--- src/arithPkg.sv ---
// Unsigned 16-bit operands only; no signed, floating-point or rounding support
`default_nettype none

package arithPkg;

  ////////////////////
  // Widths
  ////////////////////

  // One data word, shared by operands and results
  localparam int dataWidth = 16;

  ////////////////////
  // Operation codes
  ////////////////////

  // Single-bit operation select
  localparam logic opDiv  = 1'b0;
  localparam logic opSqrt = 1'b1;

  ////////////////////
  // Request and result
  ////////////////////

  // Request word, sampled when a start is accepted
  // b is ignored for square root
  typedef struct packed {
    logic                 op;
    logic [dataWidth-1:0] a;
    logic [dataWidth-1:0] b;
  } divSqrtReq_t;

  // Result word, valid while done is high
  // For square root q is the root and r is a minus root squared
  typedef struct packed {
    logic [dataWidth-1:0] q;
    logic [dataWidth-1:0] r;
    logic                 divByZero;
  } divSqrtRes_t;

endpackage

`default_nettype wire

--- src/ctrlPkg.sv ---
// Step counter sized for at most 16 steps; operand fields follow arithPkg data width
`default_nettype none

package ctrlPkg;

  ////////////////////
  // Control encodings
  ////////////////////

  // Up to 16 steps, plus zero
  localparam int stepWidth = 5;

  // Control FSM states
  typedef enum logic [1:0] {
    stIdle,
    stBusy,
    stDone
  } ctrlState_t;

  ////////////////////
  // Preprocessed operands
  ////////////////////

  // aligned is a shifted left past its leading zeros
  // steps is the loop count left after alignment
  typedef struct packed {
    logic                           op;
    logic [arithPkg::dataWidth-1:0] aligned;
    logic [arithPkg::dataWidth-1:0] divisor;
    logic [arithPkg::dataWidth-1:0] origA;
    logic [stepWidth-1:0]           steps;
    logic                           special;
    logic                           divByZero;
  } prepOps_t;

endpackage

`default_nettype wire

--- src/divSqrtFsm.sv ---
// Start is taken only in idle without stall; flush and reset win over every other event
`timescale 1ns/1ps
`default_nettype none

module divSqrtFsm (
  input  wire logic                          clk,
  input  wire logic                          rst,
  input  wire logic                          start,
  input  wire logic                          stall,
  input  wire logic                          flush,
  input  wire logic [ctrlPkg::stepWidth-1:0] steps,
  input  wire logic                          special,
  input  wire logic                          zeroRes,
  output logic                               accepted,
  output logic                               busy,
  output logic                               done,
  output logic                               iterEn,
  output logic [ctrlPkg::stepWidth-1:0]      remSteps
);

  ctrlPkg::ctrlState_t               state;
  logic [ctrlPkg::stepWidth-1:0]     stepCnt;

  ////////////////////
  // Outputs
  ////////////////////

  // Take a start only while idle and not held back
  assign accepted = start && (state == ctrlPkg::stIdle) && !stall;
  // Busy already in the accepting cycle
  assign busy     = (state == ctrlPkg::stBusy) || accepted;
  assign done     = (state == ctrlPkg::stDone);
  // One iteration per busy cycle
  assign iterEn   = (state == ctrlPkg::stBusy);
  // Steps not yet run, used to realign after an early stop
  assign remSteps = stepCnt;

  ////////////////////
  // State and step count
  ////////////////////

  always_ff @(posedge clk) begin
    if (rst || flush) begin
      state   <= ctrlPkg::stIdle;
      stepCnt <= '0;
    end else if (accepted) begin
      stepCnt <= steps;
      // Special operands need no loop
      if (special) begin
        state <= ctrlPkg::stDone;
      end else begin
        state <= ctrlPkg::stBusy;
      end
    end else if (state == ctrlPkg::stBusy) begin
      stepCnt <= stepCnt - 1'b1;
      // Last step, or nothing left that could change the result
      if (stepCnt == 1 || zeroRes) begin
        state <= ctrlPkg::stDone;
      end
    end else if (state == ctrlPkg::stDone) begin
      // Hold the result while the consumer stalls
      if (!stall) begin
        state <= ctrlPkg::stIdle;
      end
    end
  end

  ////////////////////
  // Checks
  ////////////////////

  // An accepted start came from idle and moves on at the next edge
  acceptFromIdle: assert property (
    @(posedge clk) disable iff (rst)
    accepted && !flush |=> $past(state) == ctrlPkg::stIdle && state != ctrlPkg::stIdle
  );

  // The busy output, accepting cycle included, never overlaps done
  doneNotBusy: assert property (
    @(posedge clk) disable iff (rst)
    !(done && busy)
  );

  // The count loaded at acceptance runs out no later than the busy state
  noStepUnderflow: assert property (
    @(posedge clk) disable iff (rst)
    iterEn |-> remSteps != '0
  );

endmodule

`default_nettype wire

--- src/divSqrtIter.sv ---
// One radix-2 step per enabled cycle; operands must be prealigned and nonzero
`timescale 1ns/1ps
`default_nettype none

module divSqrtIter (
  input  wire logic                             clk,
  input  wire logic                             rst,
  input  wire logic                             load,
  input  wire logic                             iterEn,
  input  wire ctrlPkg::prepOps_t                prep,
  output logic [arithPkg::dataWidth-1:0]        rawQ,
  output logic [arithPkg::dataWidth-1:0]        rawR,
  output logic                                  zeroRes
);

  localparam int w = arithPkg::dataWidth;

  logic           sqrtMode;
  logic [w-1:0]   divisorReg;
  // Operand bits not yet consumed, MSB first
  logic [w-1:0]   opReg;
  logic [w-1:0]   qReg;
  // One spare bit for the trial subtraction
  logic [w:0]     remReg;
  logic [w:0]     remShift;
  logic [w:0]     trial;
  logic [w:0]     diff;
  logic [w:0]     remNext;
  logic [w-1:0]   opNext;
  logic [w-1:0]   qNext;
  logic           fits;

  ////////////////////
  // Step datapath
  ////////////////////

  always_comb begin
    if (sqrtMode) begin
      // Bring down the next bit pair
      remShift = {remReg[w-2:0], opReg[w-1 -: 2]};
      // Four times the partial root plus one
      trial    = {qReg[w-2:0], 2'b01};
      opNext   = {opReg[w-3:0], 2'b00};
    end else begin
      // Bring down the next dividend bit
      remShift = {remReg[w-1:0], opReg[w-1]};
      trial    = {1'b0, divisorReg};
      opNext   = {opReg[w-2:0], 1'b0};
    end
    diff    = remShift - trial;
    // Restoring: keep the difference only if it stays non-negative
    fits    = (remShift >= trial);
    remNext = fits ? diff : remShift;
    qNext   = {qReg[w-2:0], fits};
  end

  ////////////////////
  // Registers
  ////////////////////

  // Mode and residual
  always_ff @(posedge clk) begin
    if (rst) begin
      sqrtMode <= 1'b0;
      remReg   <= '0;
    end else if (load) begin
      sqrtMode <= (prep.op == arithPkg::opSqrt);
      remReg   <= '0;
    end else if (iterEn) begin
      remReg <= remNext;
    end
  end

  // Operand shifter and quotient
  always_ff @(posedge clk) begin
    if (load) begin
      opReg      <= prep.aligned;
      divisorReg <= prep.divisor;
      qReg       <= '0;
    end else if (iterEn) begin
      opReg <= opNext;
      qReg  <= qNext;
    end
  end

  ////////////////////
  // Outputs
  ////////////////////

  assign rawQ    = qReg;
  // Residual never exceeds one word for either operation
  assign rawR    = remReg[w-1:0];
  // Remaining steps would only append zero quotient bits
  assign zeroRes = (remReg == '0) && (opReg == '0);

  // A new operand never arrives mid-loop
  noLoadWhileIter: assert property (
    @(posedge clk) disable iff (rst)
    !(load && iterEn)
  );

endmodule

`default_nettype wire

--- src/divSqrtPostproc.sv ---
// Result is combinational from iterator state; valid only while done is high
`timescale 1ns/1ps
`default_nettype none

module divSqrtPostproc (
  input  wire logic                                 clk,
  input  wire logic                                 rst,
  input  wire logic                                 capture,
  input  wire ctrlPkg::prepOps_t                    prep,
  input  wire logic [arithPkg::dataWidth-1:0]       rawQ,
  input  wire logic [arithPkg::dataWidth-1:0]       rawR,
  input  wire logic [ctrlPkg::stepWidth-1:0]        remSteps,
  input  wire logic                                 special,
  output arithPkg::divSqrtRes_t                     res
);

  logic                           specialReg;
  logic                           dbzReg;
  logic [arithPkg::dataWidth-1:0] origAReg;

  ////////////////////
  // Capture at acceptance
  ////////////////////

  // Flags
  always_ff @(posedge clk) begin
    if (rst) begin
      specialReg <= 1'b0;
      dbzReg     <= 1'b0;
    end else if (capture) begin
      specialReg <= special;
      dbzReg     <= prep.divByZero;
    end
  end

  // Dividend, the remainder of a zero divide
  always_ff @(posedge clk) begin
    if (capture) begin
      origAReg <= prep.origA;
    end
  end

  ////////////////////
  // Result select
  ////////////////////

  always_comb begin
    res.divByZero = dbzReg;
    if (dbzReg) begin
      // RISC-V rule: all ones, remainder is the dividend
      res.q = '1;
      res.r = origAReg;
    end else if (specialReg) begin
      // Zero operand, nothing to compute
      res.q = '0;
      res.r = '0;
    end else if (remSteps != '0) begin
      // Early stop: skipped steps were zero bits, residual was zero
      res.q = rawQ << remSteps;
      res.r = '0;
    end else begin
      res.q = rawQ;
      res.r = rawR;
    end
  end

endmodule

`default_nettype wire

--- src/divSqrtPreproc.sv ---
// Purely combinational; steps is meaningless when special is set
`timescale 1ns/1ps
`default_nettype none

module divSqrtPreproc (
  input  wire arithPkg::divSqrtReq_t req,
  output ctrlPkg::prepOps_t          prep
);

  logic [ctrlPkg::stepWidth-1:0] lz;
  logic [ctrlPkg::stepWidth-1:0] lzEven;
  logic [ctrlPkg::stepWidth-1:0] shAmt;
  logic                          isSqrt;
  logic                          aZero;
  logic                          bZero;

  ////////////////////
  // Leading zeros
  ////////////////////

  // Highest set bit wins, a zero operand counts the full width
  always_comb begin
    lz = ctrlPkg::stepWidth'(arithPkg::dataWidth);
    for (int i = 0; i < arithPkg::dataWidth; i++) begin
      if (req.a[i]) begin
        lz = ctrlPkg::stepWidth'(arithPkg::dataWidth - 1 - i);
      end
    end
  end

  // Square root consumes bit pairs, so skip whole pairs only
  assign lzEven = {lz[ctrlPkg::stepWidth-1:1], 1'b0};

  assign isSqrt = (req.op == arithPkg::opSqrt);
  assign shAmt  = isSqrt ? lzEven : lz;

  ////////////////////
  // Special operands
  ////////////////////

  assign aZero = (req.a == '0);
  // Divisor only matters for division
  assign bZero = !isSqrt && (req.b == '0);

  ////////////////////
  // Packed result
  ////////////////////

  always_comb begin
    prep.op      = req.op;
    // First operand bit lands at the MSB
    prep.aligned = req.a << shAmt;
    prep.divisor = req.b;
    prep.origA   = req.a;
    // One bit per division step, two per root step
    if (isSqrt) begin
      prep.steps = (ctrlPkg::stepWidth'(arithPkg::dataWidth) - lzEven) >> 1;
    end else begin
      prep.steps = ctrlPkg::stepWidth'(arithPkg::dataWidth) - lz;
    end
    prep.special   = aZero || bZero;
    prep.divByZero = bZero;
  end

endmodule

`default_nettype wire

--- src/divSqrtUnit.sv ---
// Strobe and level interface without handshake; res is valid only while done is high
`timescale 1ns/1ps
`default_nettype none

module divSqrtUnit (
  input  wire logic                  clk,
  input  wire logic                  rst,
  input  wire logic                  start,
  input  wire logic                  stall,
  input  wire logic                  flush,
  input  wire arithPkg::divSqrtReq_t req,
  output logic                       accepted,
  output logic                       busy,
  output logic                       done,
  output arithPkg::divSqrtRes_t      res
);

  ctrlPkg::prepOps_t                 prep;
  logic                              iterEn;
  logic                              zeroRes;
  logic [ctrlPkg::stepWidth-1:0]     remSteps;
  logic [arithPkg::dataWidth-1:0]    rawQ;
  logic [arithPkg::dataWidth-1:0]    rawR;

  ////////////////////
  // Front end
  ////////////////////

  divSqrtPreproc u_preproc (
    .req  (req),
    .prep (prep)
  );

  // Control
  divSqrtFsm u_fsm (
    .clk      (clk),
    .rst      (rst),
    .start    (start),
    .stall    (stall),
    .flush    (flush),
    .steps    (prep.steps),
    .special  (prep.special),
    .zeroRes  (zeroRes),
    .accepted (accepted),
    .busy     (busy),
    .done     (done),
    .iterEn   (iterEn),
    .remSteps (remSteps)
  );

  ////////////////////
  // Datapath
  ////////////////////

  // Loaded by the accepted strobe
  divSqrtIter u_iter (
    .clk     (clk),
    .rst     (rst),
    .load    (accepted),
    .iterEn  (iterEn),
    .prep    (prep),
    .rawQ    (rawQ),
    .rawR    (rawR),
    .zeroRes (zeroRes)
  );

  divSqrtPostproc u_postproc (
    .clk      (clk),
    .rst      (rst),
    .capture  (accepted),
    .prep     (prep),
    .rawQ     (rawQ),
    .rawR     (rawR),
    .remSteps (remSteps),
    .special  (prep.special),
    .res      (res)
  );

endmodule

`default_nettype wire

--- config.mk ---
export PLATFORM = sky130hd
export DESIGN_NAME = divSqrtUnit
export DESIGN_NICKNAME = d
export VERILOG_FILES = /design/src/arithPkg.sv /design/src/ctrlPkg.sv /design/src/divSqrtFsm.sv /design/src/divSqrtIter.sv /design/src/divSqrtPostproc.sv /design/src/divSqrtPreproc.sv /design/src/divSqrtUnit.sv
export SDC_FILE = /design/constraint.sdc
export NUM_CORES = 1
export LEC_CHECK = 0
export ABC_AREA = 1
export BUFFER_PORTS_ARGS = -buffer_cell sky130_fd_sc_hd__buf_2
export CELL_PAD_IN_SITES_DETAIL_PLACEMENT = 2
export CELL_PAD_IN_SITES_GLOBAL_PLACEMENT = 2
export CORE_ASPECT_RATIO = 0.9
export CORE_MARGIN = 4
export CORE_UTILIZATION = 30
export CTS_CLUSTER_SIZE = 30
export DETAILED_ROUTE_END_ITERATION = 8
export GPL_TIMING_DRIVEN = 0
export PLACE_DENSITY_LB_ADDON = 0.05
export SETUP_SLACK_MARGIN = 0.4
export SLEW_MARGIN = 15
export SYNTH_ARGS = -nofsm -noshare
export SYNTH_HDL_FRONTEND = slang
export SYNTH_SLANG_ARGS = --single-unit
export TNS_END_PERCENT = 20
--- constraint.sdc ---
create_clock -name clk -period 6 [get_ports clk]
set_input_delay 1.2 -clock clk [delete_from_list [all_inputs] [get_ports clk]]
set_output_delay 1.2 -clock clk [all_outputs]
set_load 0.05 [all_outputs]
==> metrics.csv <==
stage,metric,value,unit
status,outcome,"complete, no violations",
timing,fin_tns_setup,0,ps
yosys,yosysSeqAreaShare,0.342,
power,power_leakage,3.46,nW
cells_and_area,final_common_cell,nand2_1,
yosys,synthSimpleGateAreaFrac,0.271,
yosys,synthCells,982,
floorplanning,die_h,150,µm
setup_path,worstPathRequired,4800,ps
routing,drt-total-wl,29.4,mm
timing,fin_crit,5190,ps
run,cap_violations,0,
power,vdd.ir_drop.worst,0.112,mV
cells_and_area,fin_util,0.358,
cells_and_area,syn_to_final_growth,16.0,%
setup_path,end_kind,primary output,
global_routing,grt_pass1_wl,45.8,mm
routing,wl_per_cell,21.6,µm
global_routing,grt.total_usage,0.236,
placement,port_buffers,73,
routing,initialDrtViolationCount,424,
floorplanning,dieWidth,166,µm
floorplanning,die_area,0.0249,mm²
timing,hold_viol,0,
yosys,synth_area_leaders,"edfxtp_1 21%, nand2_1 15%, dfxtp_1 13%",
yosys,synth_top_family_by_area,simple AND/OR/NAND/NOR gates,
setup_path,cp-start-kind,flip-flop,
routing,drc_errors,0,
cells_and_area,drive_gt1_frac,0.0998,
yosys,synthMuxAreaShare,0.00446,
clocking,clkLatencyLatePin,350,ps
clocking,cts_buffer_depth,2,
yosys,avgSynthCellArea,6.85,µm²
floorplanning,ioPinCount,74,
timing,rsz0062_at_grt,false,
setup_path,worstSetupPathType,flip-flop to primary output,
yosys,synth_top_area_frac,0.214,
routing,viasPerCell,5.37,
global_routing,grt_pass1_vias,7651,
cells_and_area,antenna_cells,0,
timing,worstMarginPinSlew,927,ps
clocking,post_cts_buffers,0,
floorplanning,core_area,0.0218,mm²
global_routing,grt_start_max_net_pins,36,
yosys,synthDistinctLibCells,47,
power,power,1.82,mW
worst_hold_path,min_path_type,flip-flop to flip-flop,
floorplanning,rows,51,
setup_path,worstPathArrival,3990,ps
timing,clock-skew-final,7.91,ps
clocking,cts.sinks,91,
timing,period_share,0.865,
clocking,cts_buffers,9,
yosys,yosys.area_share.adder,0.0476,
yosys,synth_xor_area_frac,0.0195,
cells_and_area,nets,1130,
yosys,ys_dominant_reg_cell,edfxtp_1,
routing,ant_nets,0,
routing,vias,7314,
power,powerDensity,233,mW/mm²
yosys,yosysWarnings,0,
yosys,synth-compound-area-share,0.216,
placement,place_congestion,0.840,
clocking,holdBufCountCts,0,
routing,dr.pass1.iters,5,
setup_path,r2r_slack,1960,ps
timing,drv_slew,0,
clocking,ctsResizeCount,0,
timing,setup_viol,0,
global_routing,antenna_found_initial,0,
yosys,syn-num-nets,1045,
placement,hpwl,24.2,mm
clocking,cts_tree,done,
yosys,synth_edf_count,48,
timing,fmax,193,MHz
floorplanning,initial_core_util,0.308,
setup_path,cp_max_fo,10,
clocking,htreeDepth,3,
cells_and_area,layout_common_cells,"265 x nand2_1, 123 x inv_1, 120 x o21ai_0, 78 x buf_2, 67 x nand3_1",
clocking,cts-root-buf,clkbuf_16,
timing,slew_headroom,0.379,
yosys,synth-async-reset-ratio,0,
yosys,ys_ff_latch,91,
global_routing,grt-ovfl-total,0,
clocking,clk_pin_slew_worst_paths,70,ps
yosys,yosysTopAreaCell,edfxtp_1,
yosys,syn_area,0.00673,mm²
flip-flops by register name, indices dropped and copies added, names as in the netlist:
name	flops
u_iter.divisorReg	16
u_postproc.dbzReg	1
u_postproc.specialReg	1
u_iter.remReg	17
u_fsm.state	2
u_fsm.remSteps	5
u_postproc.origAReg	16
u_iter.opReg	16
u_iter.rawQ	16
u_iter.sqrtMode	1
metal layers:
layer	global-route usage	wire, µm
met1	0.339	14700
met2	0.394	13900
met3	0.0335	768
met4	0.0223	93
met5	0	0
worst max-delay path: stages (launching register included):
cell and delay [ps]:
dfxtp_1 360, clkbuf_1 210, clkbuf_1 280, inv_1 230, ha_1 200, inv_1 70, nor2_1 250, inv_1 110
nor3_2 710, clkinv_1 520, o221ai_1 370, buf_2 310
path summary, 6_finish.rpt:
kind / start / to / cells after the start
worst max-delay path: u_fsm.remSteps[0]$_SDFFE_PP0P_ / res[24] / 11
worst min-delay path: u_iter.remReg[5]$_SDFFE_PP0P_ / u_iter.remReg[5]$_SDFFE_PP0P_ / 2
worst max register to register: u_iter.sqrtMode$_SDFFE_PP0P_ / u_iter.remReg[6]$_SDFFE_PP0P_ / 16
worst min register to register: u_iter.remReg[5]$_SDFFE_PP0P_ / u_iter.remReg[5]$_SDFFE_PP0P_ / 2
cells by family (layout without fill, tap and decap cells):
logic type,Yosys count,count (layout)
buffers and inverters,173,263
flip-flops,91,91
adder cells (fa/ha/maj),25,25
XOR/XNOR,15,15
AND/OR/NAND/NOR,424,424
AO/OA/AOI/OAI,251,251
multiplexers,3,3
report_power, final:
part	switching [mW]	internal, mW	total [mW]
clock network	0.268	0.368	0.636
logic	0.355	0.129	0.484
registers	0.0141	0.686	0.700
synthesized netlist by cell type (all sizes together) (10+ instances only):
| cell type | count |
|---|---|
| clkbuf | 33 |
| nand3 | 69 |
| dfxtp | 43 |
| nand4 | 21 |
| o221ai | 12 |
| nor4 | 14 |
| buf | 10 |
| a22oi | 15 |
| edfxtp | 48 |
| ha | 24 |
| o21ai | 120 |
| nand2 | 266 |
| a21oi | 61 |
| nor2 | 45 |
| inv | 123 |
| xor2 | 11 |
per-stage QoR:
step / hold WS, ps / worst slack (ps) / instances / area [µm²]
2_1_floorplan: 442 / 1300 / 982 / 6730
3_3_place_gp: 475 / 527 / 1346 / 7460
3_5_place_dp: 478 / 1000 / 1347 / 7480
4_1_cts: 490 / 772 / 1363 / 7800
5_1_grt: 531 / 405 / 1363 / 7800
6_report: 491 / 812 / 1363 / 7800
cell type report:
cell class                      count  area, µm²
Inverter                          130        488
Timing Repair Buffer               74        385
Clock inverter                      7        100
Multi-Input combinational cell    718       3760
Tap cell                          291        364
Clock buffer                        9        225
Buffer                             43        183
Fill cell                        2705      14000
Sequential cell                    91       2300
Note: power is estimated with default switching activity, not from simulation.
